===== src/verilog/host_pkg.sv =====
`default_nettype none

package host_pkg;

  // host transfer word count
  localparam int XFER_W = 32;

  // on-chip word buffer standing in for ddr3
  localparam int BUF_DEPTH = 16;
  localparam int BUF_PTR_W = 4;

  // one bit wider than the pointer so a full buffer can be counted
  localparam int BUF_CNT_W = 5;

endpackage

`default_nettype wire


===== src/verilog/ppfifo_pkg.sv =====
`default_nettype none

package ppfifo_pkg;

  // one ping-pong fifo word
  localparam int FIFO_DATA_W = 32;

  // size field of a fifo half, in words
  localparam int FIFO_SIZE_W = 24;

  // egress side has two halves, one act bit each
  localparam int EGR_ACT_W = 2;

endpackage

`default_nettype wire

===== src/verilog/pcie_host_interface.sv =====
`timescale 1ns/10ps
`default_nettype none

module pcie_host_interface
  import ppfifo_pkg::*;
  import host_pkg::*;
(
  input  wire                     clk,
  input  wire                     rst,
  input  wire                     i_pcie_mem_fifo_sel,
  input  wire                     i_pcie_dma_fifo_sel,
  input  wire                     i_pcie_data_write_flg,
  input  wire                     i_pcie_data_read_flg,
  input  wire [XFER_W-1:0]        i_pcie_data_size,
  output logic                    o_pcie_write_fin,
  output logic                    o_pcie_read_fin,
  input  wire                     i_pcie_ingress_fifo_rdy,
  output logic                    o_pcie_ingress_fifo_act,
  input  wire [FIFO_SIZE_W-1:0]   i_pcie_ingress_fifo_size,
  output logic                    o_pcie_ingress_fifo_stb,
  input  wire [FIFO_DATA_W-1:0]   i_pcie_ingress_fifo_data,
  input  wire                     i_pcie_ingress_fifo_idle,
  input  wire [EGR_ACT_W-1:0]     i_pcie_egress_fifo_rdy,
  output logic [EGR_ACT_W-1:0]    o_pcie_egress_fifo_act,
  input  wire [FIFO_SIZE_W-1:0]   i_pcie_egress_fifo_size,
  output logic                    o_pcie_egress_fifo_stb,
  output logic [FIFO_DATA_W-1:0]  o_pcie_egress_fifo_data,
  input  wire                     i_idma_activate,
  output logic                    o_idma_ready,
  input  wire                     i_idma_stb,
  output logic [FIFO_SIZE_W-1:0]  o_idma_size,
  output logic [FIFO_DATA_W-1:0]  o_idma_data,
  output logic [EGR_ACT_W-1:0]    o_odma_ready,
  input  wire [EGR_ACT_W-1:0]     i_odma_activate,
  input  wire                     i_odma_stb,
  output logic [FIFO_SIZE_W-1:0]  o_odma_size,
  input  wire [FIFO_DATA_W-1:0]   i_odma_data
);

  logic                   w_mem_wr_en;
  logic                   w_mem_rd_en;
  logic                   w_ing_act;
  logic                   w_ing_stb;
  logic                   w_wr_fin;
  logic [EGR_ACT_W-1:0]   w_egr_act;
  logic                   w_egr_stb;
  logic [FIFO_DATA_W-1:0] w_egr_data;
  logic                   w_rd_fin;
  logic                   w_push;
  logic [FIFO_DATA_W-1:0] w_push_data;
  logic                   w_pop;
  logic [FIFO_DATA_W-1:0] w_head;
  logic                   w_full;
  logic                   w_empty;

  channel_router router (
    .clk                      (clk),
    .rst                      (rst),
    .i_mem_sel                (i_pcie_mem_fifo_sel),
    .i_dma_sel                (i_pcie_dma_fifo_sel),
    .i_write_flg              (i_pcie_data_write_flg),
    .i_read_flg               (i_pcie_data_read_flg),
    .i_xfer_size              (i_pcie_data_size),
    .i_pcie_ingress_fifo_rdy  (i_pcie_ingress_fifo_rdy),
    .i_pcie_ingress_fifo_size (i_pcie_ingress_fifo_size),
    .i_pcie_ingress_fifo_data (i_pcie_ingress_fifo_data),
    .i_pcie_ingress_fifo_idle (i_pcie_ingress_fifo_idle),
    .i_pcie_egress_fifo_rdy   (i_pcie_egress_fifo_rdy),
    .i_pcie_egress_fifo_size  (i_pcie_egress_fifo_size),
    .i_mem_ing_act            (w_ing_act),
    .i_mem_ing_stb            (w_ing_stb),
    .i_mem_wr_fin             (w_wr_fin),
    .i_mem_egr_act            (w_egr_act),
    .i_mem_egr_stb            (w_egr_stb),
    .i_mem_egr_data           (w_egr_data),
    .i_mem_rd_fin             (w_rd_fin),
    .i_idma_activate          (i_idma_activate),
    .i_idma_stb               (i_idma_stb),
    .i_odma_activate          (i_odma_activate),
    .i_odma_stb               (i_odma_stb),
    .i_odma_data              (i_odma_data),
    .o_mem_wr_en              (w_mem_wr_en),
    .o_mem_rd_en              (w_mem_rd_en),
    .o_pcie_ingress_fifo_act  (o_pcie_ingress_fifo_act),
    .o_pcie_ingress_fifo_stb  (o_pcie_ingress_fifo_stb),
    .o_pcie_egress_fifo_act   (o_pcie_egress_fifo_act),
    .o_pcie_egress_fifo_stb   (o_pcie_egress_fifo_stb),
    .o_pcie_egress_fifo_data  (o_pcie_egress_fifo_data),
    .o_pcie_write_fin         (o_pcie_write_fin),
    .o_pcie_read_fin          (o_pcie_read_fin),
    .o_idma_ready             (o_idma_ready),
    .o_idma_size              (o_idma_size),
    .o_idma_data              (o_idma_data),
    .o_odma_ready             (o_odma_ready),
    .o_odma_size              (o_odma_size)
  );

  // memory write path, raw ingress fifo into the buffer
  ingress_reader reader (
    .clk         (clk),
    .rst         (rst),
    .i_en        (w_mem_wr_en),
    .i_xfer_size (i_pcie_data_size),
    .i_rdy       (i_pcie_ingress_fifo_rdy),
    .i_size      (i_pcie_ingress_fifo_size),
    .i_data      (i_pcie_ingress_fifo_data),
    .i_buf_full  (w_full),
    .o_act       (w_ing_act),
    .o_stb       (w_ing_stb),
    .o_buf_push  (w_push),
    .o_buf_data  (w_push_data),
    .o_fin       (w_wr_fin)
  );

  word_buffer buffer (
    .clk     (clk),
    .rst     (rst),
    .i_push  (w_push),
    .i_data  (w_push_data),
    .i_pop   (w_pop),
    .o_data  (w_head),
    .o_full  (w_full),
    .o_empty (w_empty)
  );

  // memory read path, buffer head into the egress halves
  egress_writer writer (
    .clk         (clk),
    .rst         (rst),
    .i_en        (w_mem_rd_en),
    .i_xfer_size (i_pcie_data_size),
    .i_rdy       (i_pcie_egress_fifo_rdy),
    .i_size      (i_pcie_egress_fifo_size),
    .i_buf_data  (w_head),
    .i_buf_empty (w_empty),
    .o_act       (w_egr_act),
    .o_stb       (w_egr_stb),
    .o_data      (w_egr_data),
    .o_buf_pop   (w_pop),
    .o_fin       (w_rd_fin)
  );

endmodule

`default_nettype wire


===== src/verilog/channel_router.sv =====
`timescale 1ns/10ps
`default_nettype none

module channel_router
  import ppfifo_pkg::*;
  import host_pkg::*;
(
  input  wire                     clk,
  input  wire                     rst,
  input  wire                     i_mem_sel,
  input  wire                     i_dma_sel,
  input  wire                     i_write_flg,
  input  wire                     i_read_flg,
  input  wire [XFER_W-1:0]        i_xfer_size,
  input  wire                     i_pcie_ingress_fifo_rdy,
  input  wire [FIFO_SIZE_W-1:0]   i_pcie_ingress_fifo_size,
  input  wire [FIFO_DATA_W-1:0]   i_pcie_ingress_fifo_data,
  input  wire                     i_pcie_ingress_fifo_idle,
  input  wire [EGR_ACT_W-1:0]     i_pcie_egress_fifo_rdy,
  input  wire [FIFO_SIZE_W-1:0]   i_pcie_egress_fifo_size,
  input  wire                     i_mem_ing_act,
  input  wire                     i_mem_ing_stb,
  input  wire                     i_mem_wr_fin,
  input  wire [EGR_ACT_W-1:0]     i_mem_egr_act,
  input  wire                     i_mem_egr_stb,
  input  wire [FIFO_DATA_W-1:0]   i_mem_egr_data,
  input  wire                     i_mem_rd_fin,
  input  wire                     i_idma_activate,
  input  wire                     i_idma_stb,
  input  wire [EGR_ACT_W-1:0]     i_odma_activate,
  input  wire                     i_odma_stb,
  input  wire [FIFO_DATA_W-1:0]   i_odma_data,
  output logic                    o_mem_wr_en,
  output logic                    o_mem_rd_en,
  output logic                    o_pcie_ingress_fifo_act,
  output logic                    o_pcie_ingress_fifo_stb,
  output logic [EGR_ACT_W-1:0]    o_pcie_egress_fifo_act,
  output logic                    o_pcie_egress_fifo_stb,
  output logic [FIFO_DATA_W-1:0]  o_pcie_egress_fifo_data,
  output logic                    o_pcie_write_fin,
  output logic                    o_pcie_read_fin,
  output logic                    o_idma_ready,
  output logic [FIFO_SIZE_W-1:0]  o_idma_size,
  output logic [FIFO_DATA_W-1:0]  o_idma_data,
  output logic [EGR_ACT_W-1:0]    o_odma_ready,
  output logic [FIFO_SIZE_W-1:0]  o_odma_size
);

  logic              w_dma_wr;
  logic              w_dma_rd;
  logic [XFER_W-1:0] r_dma_count;
  logic              r_dma_read_fin;

  // memory wins when both selects are up
  assign o_mem_wr_en = i_mem_sel & i_write_flg;
  assign o_mem_rd_en = i_mem_sel & i_read_flg;
  assign w_dma_wr    = ~i_mem_sel & i_dma_sel & i_write_flg;
  assign w_dma_rd    = ~i_mem_sel & i_dma_sel & i_read_flg;

  // ingress side
  assign o_idma_ready = w_dma_wr ? i_pcie_ingress_fifo_rdy  : 1'b0;
  assign o_idma_size  = w_dma_wr ? i_pcie_ingress_fifo_size : '0;
  assign o_idma_data  = w_dma_wr ? i_pcie_ingress_fifo_data : '0;

  assign o_pcie_ingress_fifo_act = o_mem_wr_en ? i_mem_ing_act   :
                                   w_dma_wr    ? i_idma_activate : 1'b0;
  assign o_pcie_ingress_fifo_stb = o_mem_wr_en ? i_mem_ing_stb   :
                                   w_dma_wr    ? i_idma_stb      : 1'b0;

  // egress side
  assign o_odma_ready = w_dma_rd ? i_pcie_egress_fifo_rdy  : '0;
  assign o_odma_size  = w_dma_rd ? i_pcie_egress_fifo_size : '0;

  assign o_pcie_egress_fifo_act  = o_mem_rd_en ? i_mem_egr_act   :
                                   w_dma_rd    ? i_odma_activate : '0;
  assign o_pcie_egress_fifo_stb  = o_mem_rd_en ? i_mem_egr_stb   :
                                   w_dma_rd    ? i_odma_stb      : 1'b0;
  assign o_pcie_egress_fifo_data = o_mem_rd_en ? i_mem_egr_data  :
                                   w_dma_rd    ? i_odma_data     : '0;

  // dma write is done once the ingress fifo goes idle
  assign o_pcie_write_fin = o_mem_wr_en ? i_mem_wr_fin             :
                            w_dma_wr    ? i_pcie_ingress_fifo_idle : 1'b0;
  assign o_pcie_read_fin  = o_mem_rd_en ? i_mem_rd_fin   :
                            w_dma_rd    ? r_dma_read_fin : 1'b0;

  // count dma egress strobes up to the transfer size
  always_ff @(posedge clk) begin
    if (rst) begin
      r_dma_count    <= '0;
      r_dma_read_fin <= 1'b0;
    end else if (!w_dma_rd) begin
      r_dma_count    <= '0;
      r_dma_read_fin <= 1'b0;
    end else if (r_dma_count < i_xfer_size) begin
      if (i_odma_stb) begin
        r_dma_count <= r_dma_count + 1'b1;
      end
    end else begin
      r_dma_read_fin <= 1'b1;
    end
  end

endmodule

`default_nettype wire


===== src/verilog/egress_writer.sv =====
`timescale 1ns/10ps
`default_nettype none

module egress_writer
  import ppfifo_pkg::*;
  import host_pkg::*;
(
  input  wire                     clk,
  input  wire                     rst,
  input  wire                     i_en,
  input  wire [XFER_W-1:0]        i_xfer_size,
  input  wire [EGR_ACT_W-1:0]     i_rdy,
  input  wire [FIFO_SIZE_W-1:0]   i_size,
  input  wire [FIFO_DATA_W-1:0]   i_buf_data,
  input  wire                     i_buf_empty,
  output logic [EGR_ACT_W-1:0]    o_act,
  output logic                    o_stb,
  output logic [FIFO_DATA_W-1:0]  o_data,
  output logic                    o_buf_pop,
  output logic                    o_fin
);

  logic [EGR_ACT_W-1:0]   r_act;
  logic [EGR_ACT_W-1:0]   w_pick;
  logic [FIFO_SIZE_W-1:0] r_count;
  logic [FIFO_SIZE_W-1:0] r_size;
  logic [XFER_W-1:0]      r_total;
  logic                   w_half_left;
  logic                   w_xfer_left;
  logic                   w_last;

  // lowest ready half
  assign w_pick = i_rdy & (~i_rdy + 1'b1);

  assign w_half_left = r_count < r_size;
  assign w_xfer_left = r_total < i_xfer_size;

  // buffer head goes out each cycle the buffer has a word
  assign o_stb  = (|r_act) & w_half_left & w_xfer_left & ~i_buf_empty;
  assign w_last = o_stb &
                  ((r_count + 1'b1 == r_size) | (r_total + 1'b1 == i_xfer_size));

  always_ff @(posedge clk) begin
    if (rst) begin
      r_act   <= '0;
      r_count <= '0;
      r_total <= '0;
    end else if (!i_en) begin
      r_act   <= '0;
      r_count <= '0;
      r_total <= '0;
    end else if (r_act == '0) begin
      if ((|i_rdy) && w_xfer_left) begin
        r_act   <= w_pick;
        r_count <= '0;
      end
    end else begin
      if (o_stb) begin
        r_count <= r_count + 1'b1;
        r_total <= r_total + 1'b1;
      end
      if (w_last || !(w_half_left && w_xfer_left)) begin
        r_act <= '0;
      end
    end
  end

  // capacity of the half being taken
  always_ff @(posedge clk) begin
    if (r_act == '0 && (|i_rdy)) begin
      r_size <= i_size;
    end
  end

  assign o_act     = r_act;
  assign o_data    = i_buf_data;
  assign o_buf_pop = o_stb;
  assign o_fin     = (r_total == i_xfer_size) & ~(|r_act);

endmodule

`default_nettype wire


===== src/verilog/word_buffer.sv =====
`timescale 1ns/10ps
`default_nettype none

module word_buffer
  import ppfifo_pkg::*;
  import host_pkg::*;
(
  input  wire                     clk,
  input  wire                     rst,
  input  wire                     i_push,
  input  wire [FIFO_DATA_W-1:0]   i_data,
  input  wire                     i_pop,
  output logic [FIFO_DATA_W-1:0]  o_data,
  output logic                    o_full,
  output logic                    o_empty
);

  logic [FIFO_DATA_W-1:0] mem [BUF_DEPTH];
  logic [BUF_PTR_W-1:0]   r_wr_ptr;
  logic [BUF_PTR_W-1:0]   r_rd_ptr;
  logic [BUF_CNT_W-1:0]   r_count;

  always_ff @(posedge clk) begin
    if (i_push) begin
      mem[r_wr_ptr] <= i_data;
    end
  end

  // pointers wrap naturally at BUF_DEPTH
  always_ff @(posedge clk) begin
    if (rst) begin
      r_wr_ptr <= '0;
      r_rd_ptr <= '0;
      r_count  <= '0;
    end else begin
      if (i_push) begin
        r_wr_ptr <= r_wr_ptr + 1'b1;
      end
      if (i_pop) begin
        r_rd_ptr <= r_rd_ptr + 1'b1;
      end
      case ({i_push, i_pop})
        2'b10:   r_count <= r_count + 1'b1;
        2'b01:   r_count <= r_count - 1'b1;
        default: r_count <= r_count;
      endcase
    end
  end

  // head word
  assign o_data  = mem[r_rd_ptr];
  assign o_full  = r_count == BUF_CNT_W'(BUF_DEPTH);
  assign o_empty = r_count == '0;

endmodule

`default_nettype wire


===== src/verilog/ingress_reader.sv =====
`timescale 1ns/10ps
`default_nettype none

module ingress_reader
  import ppfifo_pkg::*;
  import host_pkg::*;
(
  input  wire                     clk,
  input  wire                     rst,
  input  wire                     i_en,
  input  wire [XFER_W-1:0]        i_xfer_size,
  input  wire                     i_rdy,
  input  wire [FIFO_SIZE_W-1:0]   i_size,
  input  wire [FIFO_DATA_W-1:0]   i_data,
  input  wire                     i_buf_full,
  output logic                    o_act,
  output logic                    o_stb,
  output logic                    o_buf_push,
  output logic [FIFO_DATA_W-1:0]  o_buf_data,
  output logic                    o_fin
);

  logic                   r_act;
  logic [FIFO_SIZE_W-1:0] r_count;
  logic [FIFO_SIZE_W-1:0] r_size;
  logic [XFER_W-1:0]      r_total;
  logic                   w_half_left;
  logic                   w_xfer_left;
  logic                   w_last;

  assign w_half_left = r_count < r_size;
  assign w_xfer_left = r_total < i_xfer_size;

  // one word per cycle, held off by a full buffer
  assign o_stb = r_act & w_half_left & w_xfer_left & ~i_buf_full;

  // final word of the half or of the whole transfer
  assign w_last = o_stb &
                  ((r_count + 1'b1 == r_size) | (r_total + 1'b1 == i_xfer_size));

  always_ff @(posedge clk) begin
    if (rst) begin
      r_act   <= 1'b0;
      r_count <= '0;
      r_total <= '0;
    end else if (!i_en) begin
      r_act   <= 1'b0;
      r_count <= '0;
      r_total <= '0;
    end else if (!r_act) begin
      // re-arm on the next ready half
      if (i_rdy && w_xfer_left) begin
        r_act   <= 1'b1;
        r_count <= '0;
      end
    end else begin
      if (o_stb) begin
        r_count <= r_count + 1'b1;
        r_total <= r_total + 1'b1;
      end
      // release the half after its last strobe, or if it was empty
      if (w_last || !(w_half_left && w_xfer_left)) begin
        r_act <= 1'b0;
      end
    end
  end

  // half size captured when the half is taken
  always_ff @(posedge clk) begin
    if (!r_act && i_rdy) begin
      r_size <= i_size;
    end
  end

  assign o_act      = r_act;
  assign o_buf_push = o_stb;
  assign o_buf_data = i_data;
  assign o_fin      = r_total == i_xfer_size;

endmodule

`default_nettype wire


===== config.mk =====
export PLATFORM = sky130hd
export DESIGN_NAME = pcie_host_interface
export DESIGN_NICKNAME = d
export VERILOG_FILES = /design/src/verilog/host_pkg.sv /design/src/verilog/ppfifo_pkg.sv /design/src/verilog/pcie_host_interface.sv /design/src/verilog/channel_router.sv /design/src/verilog/egress_writer.sv /design/src/verilog/word_buffer.sv /design/src/verilog/ingress_reader.sv
export SDC_FILE = /design/constraint.sdc
export NUM_CORES = 1
export LEC_CHECK = 0
export BUFFER_PORTS_ARGS = -buffer_cell sky130_fd_sc_hd__buf_2
export CORE_MARGIN = 1
export CORE_UTILIZATION = 40
export CTS_CLUSTER_SIZE = 24
export DETAILED_ROUTE_END_ITERATION = 8
export RECOVER_POWER = 50
export SYNTH_ARGS = -nofsm -noshare
export SYNTH_HDL_FRONTEND = slang
export SYNTH_SLANG_ARGS = --single-unit

===== constraint.sdc =====
create_clock -name clk -period 4.9 [get_ports clk]
set_clock_uncertainty 0.2 [all_clocks]
set_input_delay 0.49 -clock clk [delete_from_list [all_inputs] [get_ports clk]]
set_output_delay 0.49 -clock clk [all_outputs]
set_load 0.03 [all_outputs]

======== After elaboration in Yosys (flattened, before gate mapping) ========
Memory sizes are Yosys's and may differ from the RTL's. A register that Yosys moved wholly into a read port is not among the register bits.
Index checks and enable logic that the tools add are counted.
cells by class
  add/subtract/negate cells ............... 10
  multipliers ............................. 0
  div/mod/pow operators ................... 0
  magnitude comparators ................... 5
  equality and inequality tests ........... 11
  shifts and indexed selects .............. 0
  multiplexer cells ....................... 36
  bitwise operators ....................... 26
  reductions and logical operators ........ 28
operators with widths
  kind                   count
  $mux 24                8
  $eq 32x32->1           4
  $add 32x1->32 const B  3
  $lt 32x32->1           3
  $mux 32                3
  $add 24x1->24 const B  2
  $eq 24x24->1           2
  $lt 24x24->1           2
  $mux 1                 16
  $and 1x1->1            14
  $mux 2                 6
  $reduce_and 2->1       6
  $pmux 5 s2             1
  $reduce_or 2->1        5
  $add 4x1->4 const B    2
  $mux 4                 2
  $not 1->1              8
  $reduce_bool 2->1      4
  $logic_and 1x1->1      6
  $add 5x1->5 const B    1
  $eq 5x5->1 const B     1
  $logic_not 5->1        1
  $sub 5x1->5 const B    1
  $logic_not 1->1        3
  other kinds (10)       12
word-level totals
  register bits after elaboration ......... 209
  latch bits .............................. 0
  memory bits (writable) .................. 512
  ROM bits ................................ 0
  input bits .............................. 159
  logic and storage cells ................. 130
  memories ................................ 1
memories
  memory      words  width  read ports  clocked after memory_dff  write ports  line               text
  buffer.mem  16     32     1           1                         1            word_buffer.sv:18  logic [FIFO_DATA_W-1:0] mem [BUF_DEPTH];

======== Depth between registers and ports, before layout ========
Gate-level depths: netlist (run 1).
  depth in word-level cells ............... 8
  mapped depth ............................ 22
  depth with buffers taken out ............ 19

======== Modules after synthesis ========
Synthesis (run 1) repeated with hierarchy kept, for this count alone.
second synthesis, totals
  cell total of the unflattened synthesis .. 3093
  area total of the unflattened synthesis .. 37845.0 sq um
modules (own cells, without submodules)
  module          instances  cells each  area an instance (sq um)
  word_buffer     1          899         20069.2
  egress_writer   1          873         7422.1
  ingress_reader  1          880         7071.8
  channel_router  1          441         3281.9

======== Worst setup path before layout (run 1) ========
Ideal clock, no wire load.
  path kind ............................... input port to flip-flop
  start ................................... in i_pcie_data_size[25]
  end ..................................... mem buffer.mem[0][0], enable pin
  setup time .............................. 461 ps
  data arrival time ....................... 4466 ps
  data required time ...................... 4239 ps
  slack ................................... -227 ps
  stages .................................. 11
  path through ............................ inv_1 -> ha_1 -> a21o_1 -> a21o_1 -> a21oi_1 -> o21ai_0 -> a221oi_1 -> o211ai_1 -> nor2_4 -> nand2_1 -> nor3_1
on the way
  cells in the longest elaborated chain, start to end .. 5
RTL lines
  item                          line                       text
  from (decl)                   pcie_host_interface.sv:14  input wire [XFER_W-1:0] i_pcie_data_size,
  $lt 32x32->1                  ingress_reader.sv:32       assign w_xfer_left = r_total < i_xfer_size;
  $and 1x1->1 (2 in series)     ingress_reader.sv:35       assign o_stb = r_act & w_half_left & w_xfer_left & ~i_buf_full;
  $mux 1                        word_buffer.sv:24          if (i_push) begin
  $mux 1 (implied by the code)  word_buffer.sv:25          mem[r_wr_ptr] <= i_data;
  to (decl)                     word_buffer.sv:18
No other way between the ends.

======== Final worst setup path (run 1) ========
  start ................................... reg reader.r_size[9]
  end ..................................... out o_pcie_ingress_fifo_stb
on the way
  cells in the longest elaborated chain, start to end .. 5
RTL lines
  item                       line                       text
  from (decl)                ingress_reader.sv:25       logic [FIFO_SIZE_W-1:0] r_size;
  from (signal assigned)     ingress_reader.sv:71       r_size <= i_size;
  $lt 24x24->1               ingress_reader.sv:31       assign w_half_left = r_count < r_size;
  $and 1x1->1 (3 in series)  ingress_reader.sv:35
  $mux 1                     channel_router.sv:67       assign o_pcie_ingress_fifo_stb = o_mem_wr_en ? i_mem_ing_stb :
  to (decl)                  pcie_host_interface.sv:20  output logic o_pcie_ingress_fifo_stb,
No other way between the ends.

==> results.md, run 1 <==
- Status: complete, no violations
- Initial antenna violation count: 9
- TNS Setup: 0 ns
- Fillers: 7848
- Initial Util: 40.7%
- Mapped Area: 0.0362 mm^2
- Pre-CTS setup slack: 0.483 ns
- Synth Warn #: 0
- CP max FO: 30
- Synthesized flop and latch total: 725
- Startpoint Class: flip-flop
- CP Capture Type: output pin
- Via count: 25400
- GRT Residual Overflow: 0
- Worst slew pin tran: 1.42 ns
- Final slew viol count: 0
- DRC Markers: 0
- Minimum clock period: 4.36 ns
- Relative slew slack: 5.27%
- Final Util: 47.8%
- DRT Pass-1 Iters: 6
- Worst Hold Path EP: reader.r_size[16]
- Final setup fails: 0
- Reg area: 0.0201 mm^2
- Final ANT Viol Nets: 0
- # rows: 109
- Post-CTS sizing: 0
- Hold path startpoint: i_pcie_ingress_fifo_rdy
- Final wirelength: 104000 um
- CTS tree: built
- Min-delay worst type: in -> reg
- Die Wd: 303 um
- Seq/Total Area, Yosys: 55.6%
- Post-detail-place hpwl: 72600 um
- CTS root buf: clkbuf_16
- Clock tree buffer depth: 3
- Critical path type: reg -> out
- RSZ-0062 raised after global routing: false
- MaxCap Viol Count: 0
- Max frequency: 229 MHz
- Sink Count: 725
- Peak supply drop: 0.255 mV
- Global-route usage over all layers: 22.6%
- Distinct cells, synth: 80
- Req. time, crit path: 4.21 ns
- Placer congestion estimate: 0.991
- WHS Path Cells: 2
- Tcrit/Tclk final: 89.0%
- WL met3: 7150 um
- Initial DRC count: 2549
- R2R setup slack: 0.68 ns
- Register-to-Register Path Depth: 17
- Vias in the first global route: 24500
- Pin count of the biggest net entering global routing: 64
- Post-synth EDFFs: 560
- DRT met1 WL: 44400 um
- Layout Nets: 3465
- Port Buffers: 280
- Num CTS Buffers: 81
- Drt wl/cell: 23.7 um
- Synth Flop Type: edfxtp_1
- R2r startpoint: writer.r_total[11]
- First-pass GRT wire length: 155000 um
- Clock slew at reported path FFs: 0.07 ns
- # IOs: 281
- Die area: 0.0916 mm^2
- Arr. time, crit path: 3.67 ns
- Latest clock arrival within the worst-skew pair: 0.66 ns
- Final hold vios: 0
- Footprint of the multi-input gates: 0.0152 mm^2
- Htree depth: 3
- P&R area growth vs syn: 17.4%
- WL met2: 49200 um
- Post-Synthesis Cells: 2808
- Share of layout cells above drive strength 1: 17.8%
- Power Density: 322 mW/mm^2
- Synth async-reset ratio: 0%
- Max layer used: met4
- Die Y: 303 um
- Synthesized area per cell: 12.9 um^2
- Worst R2R End: buffer.r_count[4]
- Mapped Nets: 3123
- Setup WS post-layout: 0.537 ns
- Leak: 0.0148 uW
- Via-to-Cell Ratio: 5.79
- Core box area: 0.0889 mm^2
[report_power, final]
group | total (uW) | switching, uW | internal [uW]
registers | 6690 | 31.4 | 6660
logic | 699 | 458 | 242
clock network | 6290 | 2640 | 3660
[how the worst max path moves through the flow]
stage	startpoint	end	slack (ns)	depth (start not counted)
6_report	reader.r_size[9]	o_pcie_ingress_fifo_stb	0.54	14
3_3_place_gp	i_pcie_data_size[25]	buffer.r_count[4]	0.44	20
5_1_grt	reader.r_size[9]	o_pcie_ingress_fifo_stb	0.28	14
2_1_floorplan	i_pcie_data_size[25]	buffer.mem[12][0]	0.63	11
3_5_place_dp	i_pcie_data_size[25]	buffer.r_count[4]	0.48	19
4_1_cts	reader.r_size[9]	o_pcie_ingress_fifo_stb	0.57	14
[flip-flops by register name, indices dropped and copies added (netlist names), named ones only]
signal	count
buffer.r_rd_ptr	4
writer.o_act	2
reader.o_act	1
writer.r_total	32
buffer.mem	512
router.r_dma_count	32
buffer.r_wr_ptr	4
reader.r_size	24
buffer.r_count	5
reader.r_count	24
router.r_dma_read_fin	1
writer.r_count	24
writer.r_size	24
reader.r_total	32
[worst max-delay path, stage by stage, from the launching register on]
cell,delay [ns]
edfxtp_1,0.41
inv_1,0.06
ha_1,0.33
a21o_1,0.17
a21o_1,0.18
a21oi_1,0.17
nor2_1,0.06
o31ai_1,0.33
clkbuf_1,0.22
nand2_1,0.14
nor2_1,0.19
inv_2,0.06
buf_4,0.25
o21ai_0,0.20
buf_2,0.23
[cell usage after synthesis, drive strengths merged (35+ instances only)]
| cell | count | share of area, % |
|---|---|---|
| and2 | 94 | 1.6 |
| a32o | 35 | 0.97 |
| o21ai | 92 | 1.3 |
| edfxtp | 560 | 46 |
| nor2 | 156 | 1.7 |
| dfxtp | 165 | 9.1 |
| nor4 | 36 | 0.70 |
| xnor2 | 137 | 3.3 |
| and3 | 42 | 0.73 |
| nand4 | 64 | 1.1 |
| ha | 156 | 5.4 |
| a21oi | 104 | 1.4 |
| clkbuf | 118 | 1.2 |
| nor3 | 47 | 0.66 |
| inv | 114 | 1.2 |
| a21o | 43 | 0.89 |
| mux4 | 160 | 10 |
| nand2 | 141 | 1.5 |
| xor2 | 69 | 1.7 |
| nand3 | 115 | 1.6 |
[layout by cell type, fill, tap and decap left out, drive strengths merged, types with 115 or more instances in the layout]
cell type  netlist  final
nand3          115    115
buf             29    240
dfxtp          165    165
inv            114    115
nand2          141    141
mux4           160    160
clkbuf         118    214
nor2           156    156
ha             156    156
edfxtp         560    560
xnor2          137    137
[area by class of cell]
class | count | share of cell area, %
well taps | 1165 | 3.43
diodes | 4 | 0.0236
inverters | 114 | 1.01
repair buffers | 406 | 5.85
clock buffers | 99 | 5.08
clock inverters | 51 | 1.45
flip-flops and latches | 725 | 47.4
multi-input cells | 1822 | 35.8
[kinds of logic (layout without fill, tap and decap cells)]
kind of cell	Yosys count	after routing	synth area share, %
and+or+nand+nor	842	842	12.4
buffers and inverters	261	670	2.76
DFF	725	725	55.6
AOI/OAI and AO/OA	426	426	7.97
other	0	4	0
xor gates and xnor gates	206	206	4.99
adders and majority gates	157	157	5.42
muxes	191	191	10.8
[stage by stage]
step / total power (uW) / cells / hold slack (ns) / area (um^2)
2_1_floorplan: 7170 / 2808 / 0.240 / 36200
3_3_place_gp: 7470 / 4181 / 0.268 / 39400
3_5_place_dp: 7490 / 4181 / 0.267 / 39400
4_1_cts: 13800 / 4382 / 0.00383 / 42600
5_1_grt: 14100 / 4385 / 0.109 / 42500
6_report: 13700 / 4386 / 0.126 / 42500
[per-layer routing]
layer	up-vias	global-route usage [%]
li1	11500	-
met1	12700	31.5
met2	1003	36.0
met3	176	3.33
met4	0	7.59
met5	-	0
[timing repair]
item | CTS | global route
hold endpoints to repair | 55 | 0
buffers inserted | 0 | 0
hold buffers | 51 | 0
endpoints found under the setup margin | 0 | 0
Note: power is estimated with default switching activity, not from simulation.
==> inputs of run 2 (changes only) <==
--- a/config.mk
+++ b/config.mk
@@ -6,7 +6,7 @@
 export NUM_CORES = 1
 export LEC_CHECK = 0
 export BUFFER_PORTS_ARGS = -buffer_cell sky130_fd_sc_hd__buf_2
-export CORE_MARGIN = 1
+export CORE_MARGIN = 2
 export CORE_UTILIZATION = 40
 export CTS_CLUSTER_SIZE = 24
 export DETAILED_ROUTE_END_ITERATION = 8
==> run 2 against run 1 <==
Net effect: the run now ends with max-capacitance violations, max-slew violations left; register-to-register slack worse by 0.04 ns; global-route usage shrank 1.1 points; clock-buffer cell count grew 3; via count fell by 0.29%; sequential power about the same; clock power is 2% lower; core utilization is 0.22 points lower; cell count up 0.75%; non-clock buffer count grew 26; die area grew 1.3%.
==> results.md, run 2 (same netlist as run 1, synthesis figures left out) <==
- Die Wd: 305 um (+0.66%)
- RSZ-0062 raised after global routing: false
- Clock slew at reported path FFs: 0.06 ns (about the same)
- P_sw: 3070 uW (-1.8%)
- Final ANT Viol Nets: 0 (unchanged)
- CP max FO: 30 (unchanged)
- Power Density: 318 mW/mm^2 (-1.3%)
- Initial antenna violation count: 7 (-2)
- Flop pwr share: 49.3% (+0.4 points)
- Num CTS Buffers: 81 (unchanged)
- Critical path type: reg -> out
- Vias in the first global route: 24900 (+1.5%)
- MaxCap Viol Count: 1 (+1)
- CP Capture Type: output pin
- Int Pwr: 10500 uW (-0.44%)
- Initial Util: 40.3% (-0.43 points)
- Final setup fails: 0 (unchanged)
- Clk network pwr share: 45.6% (-0.4 points)
- Via-to-Cell Ratio: 5.73 (-1.0%)
- Share of layout cells above drive strength 1: 17.5% (-0.38 points)
- Minimum clock period: 4.28 ns (-0.0803 ns)
- Min-delay worst type: in -> reg
- Commonest non-fill, non-tap cell in the layout: edfxtp_1
- Largest Register: buffer.mem
- Fillers: 7945 (+1.2%)
- Startpoint Class: flip-flop
- Req. time, crit path: 4.21 ns (about the same)
- Sw frac: 22.6% (-0.24 points)
- Reg area: 0.0201 mm^2 (unchanged)
- Final hold vios: 0 (unchanged)
- Final slew viol count: 35 (+35)
- Layout Nets: 3491 (+0.75%)
- Placer congestion estimate: 1.01 (+1.7%)
- Sink Count: 725 (unchanged)
- Pin count of the biggest net entering global routing: 51 (-20%)
- Combinational share of power: 5.2% (about the same)
- Core box area: 0.0899 mm^2 (+1.1%)
- Worst slew pin tran: 1.88 ns (+0.454 ns)
- Tcrit/Tclk final: 87.4% (-1.6 points)
- Die area: 0.0929 mm^2 (+1.3%)
- Final Util: 47.5% (-0.22 points)
- Htree depth: 3 (unchanged)
- Clock tree buffer depth: 3 (unchanged)
- GRT Residual Overflow: 0 (unchanged)
- Latest clock arrival within the worst-skew pair: 0.67 ns (about the same)
- First-pass GRT wire length: 153000 um (-1.4%)
- Commonest cells after routing, fill and taps aside: 560 x edfxtp_1, 162 x buf_2, 161 x dfxtp_1
- Drt wl/cell: 22.9 um (-3.1%)
- CTS tree: built
- Peak supply drop: 0.318 mV (+25%)
- Footprint of the multi-input gates: 0.0152 mm^2 (+0.18%)
- Failing checks: max-capacitance violations, max-slew violations
- P&R area growth vs syn: 18.1%
- Leak: 0.0149 uW (+0.48%)
- Post-detail-place hpwl: 68800 um (-5.3%)
- Die Y: 305 um (+0.66%)
- Port Buffers: 280 (unchanged)
- # rows: 110 (+0.92%)
- TNS Setup: 0 ns (unchanged)
- Global-route usage over all layers: 21.5% (-1.1 points)
- Setup WS post-layout: 0.617 ns (+0.0803 ns)
- Initial DRC count: 2059 (-19%)
- # IOs: 281 (unchanged)
- DRT Pass-1 Iters: 6 (unchanged)
- Relative slew slack: -25.0% (-30 points)
- Final wirelength: 101000 um (-2.4%)
- Status: finished, violations left
- Arr. time, crit path: 3.59 ns (-0.08 ns)
- DRC Markers: 0 (unchanged)
- Max reg flops: 512 (unchanged)
- Pre-CTS setup slack: 0.554 ns (+0.0702 ns)
- Via count: 25300 (-0.29%)
- Max frequency: 233 MHz (+1.9%)
- CTS root buf: clkbuf_16
[run 2: cell types whose count changed in the layout (fill, tap and decap cells not counted), moves of 5 or more]
| cell | delta |
|---|---|
| buf_2 | -7 |
| and2_0 | -6 |
| clkbuf_1 | +12 |
| clkinv_4 | -5 |
| dlygate4sd3_1 | +26 |
| and2_1 | +6 |
[run 2: final timing paths]
| check | endpoint | slack (ns) | cells after the start | from |
|---|---|---|---|---|
| max | o_pcie_ingress_fifo_stb | 0.62 | 12 | reader.r_total[3] |
| min | buffer.r_count[1] | 0.12 | 2 | rst |
| max reg2reg | writer.o_act[1] | 0.64 | 11 | writer.r_count[0] |
| min reg2reg | router.r_dma_read_fin | 0.29 | 2 | router.r_dma_read_fin |
[run 2: worst max-delay path, cell delays in order (launching register included)]
cell,delay [ns]
dfxtp_1,0.46
ha_1,0.30
a21o_1,0.16
a21oi_1,0.14
a21oi_1,0.09
o31a_1,0.32
nor3_1,0.38
o211ai_1,0.23
nor2_4,0.16
inv_2,0.05
buf_4,0.23
o21ai_0,0.20
buf_2,0.23
[run 2: per-stage QoR]
step	hold slack (ns)	instance area (um^2)	cells	total power, uW
floorplan	0.240	36200	2808	7170
global placement	0.261	39400	4191	7460
detailed placement	0.278	39400	4191	7480
CTS	0.00242	42900	4416	13700
global route	0.133	42700	4419	14000
finish	0.117	42700	4419	13600
[run 2: area by class of cell]
class | instances | share of cell area, %
Sequential cell | 725 | 47.1
Multi-Input combinational cell | 1822 | 35.6
Timing Repair Buffer | 432 | 6.47
Clock buffer | 102 | 4.98
Tap cell | 1176 | 3.44
Clock inverter | 46 | 1.39
Inverter | 114 | 1.00
Antenna cell | 2 | 0.0117
[run 2: power by group through the flow]
| stage | logic, uW | registers [uW] | clock network (uW) |
|---|---|---|---|
| final | 703 | 6690 | 6190 |
| after global routing | 764 | 6690 | 6560 |
| after CTS | 716 | 6690 | 6340 |
| after detailed placement | 664 | 6820 | 0 |
| after global placement | 646 | 6820 | 0 |
| after floorplan | 364 | 6810 | 0 |
[run 2: per-layer routing]
layer  share of wire [%]  up-vias  global-route usage [%]
met3                 6.6      176                    3.79
met4                 3.2        8                    7.74
met5               0.054        -                       0
met1                  41    12700                    27.7
li1                    -    11500                       -
met2                  49      895                    36.4
[run 2: timing repair]
action	4_1_cts	5_1_grt
resized for setup	0	0
setup buffers	0	0
hold endpoints to repair	418	0
hold buffers	77	0
==> inputs of run 3 (changes only) <==
--- a/config.mk
+++ b/config.mk
@@ -10,6 +10,7 @@
 export CORE_UTILIZATION = 40
 export CTS_CLUSTER_SIZE = 24
 export DETAILED_ROUTE_END_ITERATION = 8
+export HOLD_SLACK_MARGIN = 0.12
 export RECOVER_POWER = 50
 export SYNTH_ARGS = -nofsm -noshare
 export SYNTH_HDL_FRONTEND = slang
==> run 3 against run 2 <==
Net effect: die area unchanged; fmax increased by 0.33%; global-route usage barely moved; combinational power up 0.6%; core utilization up 0.078 points; the flow still finishes with violations (max-capacitance violations, max-slew violations); critical path type unchanged; first-iteration DRC count down 0.34%; wire length hardly changed; largest cell class unchanged; worst hold slack improved by 0.17 ns; largest power group unchanged; flip-flop and latch count did not move; cell count rose by 0.16%; non-clock buffer count up 7.
==> results.md, run 3 (same netlist as run 1, synthesis figures left out) <==
- Worst path cell trace: ha_1, a21o_1, a21oi_1, a21oi_1, o31a_1, nor3_1, o211ai_1, nor2_4, inv_2, buf_4, o21ai_0, buf_2
- Arr. time, crit path: 3.58 ns (about the same)
- Minimum clock period: 4.27 ns (-0.0140 ns)
- Via count: 25300 (+0.024%)
- Clock slew at reported path FFs: 0.06 ns (about the same)
- Setup Fix Bufs, Post-CTS: 0 (unchanged)
- Sink Count: 725 (unchanged)
- DRT Pass-1 Iters: 5 (-1)
- CP Capture Type: output pin
- Int Pwr: 10500 uW (about the same)
- Crit-path slowest cell: dfxtp_1
- Tcrit/Tclk final: 87.1% (-0.28 points)
- Max frequency: 234 MHz (+0.33%)
- Die Wd: 305 um (unchanged)
- Final wirelength: 101000 um (about the same)
- P_sw: 3070 uW (about the same)
- Global-route usage over all layers: 21.5% (about the same)
- Sw frac: 22.6% (about the same)
- Peak supply drop: 0.318 mV (about the same)
- Final hold vios: 0 (unchanged)
- Final setup fails: 0 (unchanged)
- Fillers: 7933 (-0.15%)
- Htree depth: 3 (unchanged)
- Layout Nets: 3498 (+0.20%)
- Initial antenna violation count: 7 (unchanged)
- Share of layout cells above drive strength 1: 17.4% (-0.038 points)
- Power Density: 317 mW/mm^2 (-0.15%)
- Pin count of the biggest net entering global routing: 51 (unchanged)
- Pre-CTS setup slack: 0.554 ns (unchanged)
- Post-detail-place hpwl: 68800 um (unchanged)
- Combinational share of power: 5.2% (about the same)
- # IOs: 281 (unchanged)
- Latest clock arrival within the worst-skew pair: 0.67 ns (about the same)
- Final Util: 47.6% (+0.078 points)
- First-pass GRT wire length: 153000 um (about the same)
- Flop pwr share: 49.3% (about the same)
- RSZ-0062 raised after global routing: false
- Largest Register: buffer.mem
- Commonest non-fill, non-tap cell in the layout: edfxtp_1
- Footprint of the multi-input gates: 0.0152 mm^2 (unchanged)
- Clock tree buffer depth: 3 (unchanged)
- Die area: 0.0929 mm^2 (unchanged)
- Final slew viol count: 35 (unchanged)
- Relative slew slack: -24.1% (+0.90 points)
- Req. time, crit path: 4.21 ns (about the same)
- Critical path type: reg -> out
- Num CTS Buffers: 81 (unchanged)
- Die Y: 305 um (unchanged)
- MaxCap Viol Count: 1 (unchanged)
- Post-CTS sizing: 0 (unchanged)
- Max reg flops: 512 (unchanged)
- GRT Residual Overflow: 0 (unchanged)
- Worst slew pin tran: 1.86 ns (-0.0135 ns)
- Placer congestion estimate: 1.01 (unchanged)
- Core box area: 0.0899 mm^2 (unchanged)
- TNS Setup: 0 ns (unchanged)
- # rows: 110 (unchanged)
- Drt wl/cell: 22.9 um (-0.13%)
- P&R area growth vs syn: 18.3%
- CTS tree: built
- Leak: 0.0149 uW (+0.20%)
- Crit path largest cell delay: 0.45 ns (about the same)
- Clk network pwr share: 45.5% (about the same)
- CTS root buf: clkbuf_16
- Min-delay worst type: reg -> reg
- Status: finished, violations left
- Crit path top cell by count: a21oi_1
- CP max FO: 30 (unchanged)
- Via-to-Cell Ratio: 5.72 (-0.13%)
- Vias in the first global route: 24900 (+0.12%)
- Final ANT Viol Nets: 0 (unchanged)
- Reg area: 0.0201 mm^2 (unchanged)
- Initial DRC count: 2052 (-0.34%)
- Commonest cells after routing, fill and taps aside: 560 x edfxtp_1, 162 x buf_2, 161 x dfxtp_1
- Port Buffers: 280 (unchanged)
- Setup WS post-layout: 0.631 ns (+0.0140 ns)
- Startpoint Class: flip-flop
- DRC Markers: 0 (unchanged)
- Pwr Total: 13600 uW (about the same)
- Hold Worst Slack: 0.285 ns (+0.169 ns)
- Initial Util: 40.3% (unchanged)
- Failing checks: max-capacitance violations, max-slew violations
[run 3: changes by cell type in the layout (fill, tap and decap cells not counted), sizes merged]
cell	change
dlygate4sd3	+7
[run 3: worst max-delay path: cells and delay by family, from the launching register on]
kind	cells	cell delay, ns
buffers and inverters	3	0.51
flip-flops	1	0.45
AO/OA/AOI/OAI	6	1.14
adder cells (fa/ha/maj)	1	0.30
AND/OR/NAND/NOR	2	0.53
[run 3: final cells by class]
cell class,instances,share of cell area [%]
antenna,2,0.0117
clock buffer,102,4.97
clock inverter,46,1.39
inverter,114,1.00
multi-input combinational,1822,35.5
sequential,725,47.0
tap,1176,3.44
timing repair buffer,439,6.62
[run 3: worst paths after layout]
| check | depth (start not counted) | to | slack [ns] | start |
|---|---|---|---|---|
| max reg2reg | 11 | writer.o_act[1] | 0.64 | writer.r_count[0] |
| min | 2 | router.r_dma_read_fin | 0.29 | router.r_dma_read_fin |
| min reg2reg | 2 | router.r_dma_read_fin | 0.29 | router.r_dma_read_fin |
| max | 12 | o_pcie_ingress_fifo_stb | 0.63 | reader.r_total[3] |
[run 3: layer usage]
| metal | vias up | part of all wire [%] | GRT usage, % |
|---|---|---|---|
| li1 | 11500 | - | - |
| met1 | 12800 | 42 | 27.7 |
| met2 | 844 | 49 | 36.4 |
| met3 | 181 | 5.9 | 3.74 |
| met4 | 8 | 3.2 | 7.74 |
| met5 | - | 0.045 | 0 |
[run 3: power by group through the flow]
stage / clock (uW) / combinational (uW) / sequential, uW
after global placement: 0 / 646 / 6820
final: 6180 / 707 / 6690
after CTS: 6340 / 721 / 6690
after detailed placement: 0 / 664 / 6820
after global routing: 6560 / 769 / 6690
after floorplan: 0 / 364 / 6810
[run 3: what timing repair did]
action                                  in CTS  in global routing
endpoints found under the setup margin       0                  0
endpoints found under the hold margin      572                  0
hold buffers                                84                  0
[run 3: metrics by stage]
stage / area, um^2 / std cells
2_1_floorplan: 36200 / 2808
3_3_place_gp: 39400 / 4191
3_5_place_dp: 39400 / 4191
4_1_cts: 43000 / 4423
5_1_grt: 42800 / 4426
6_report: 42800 / 4426
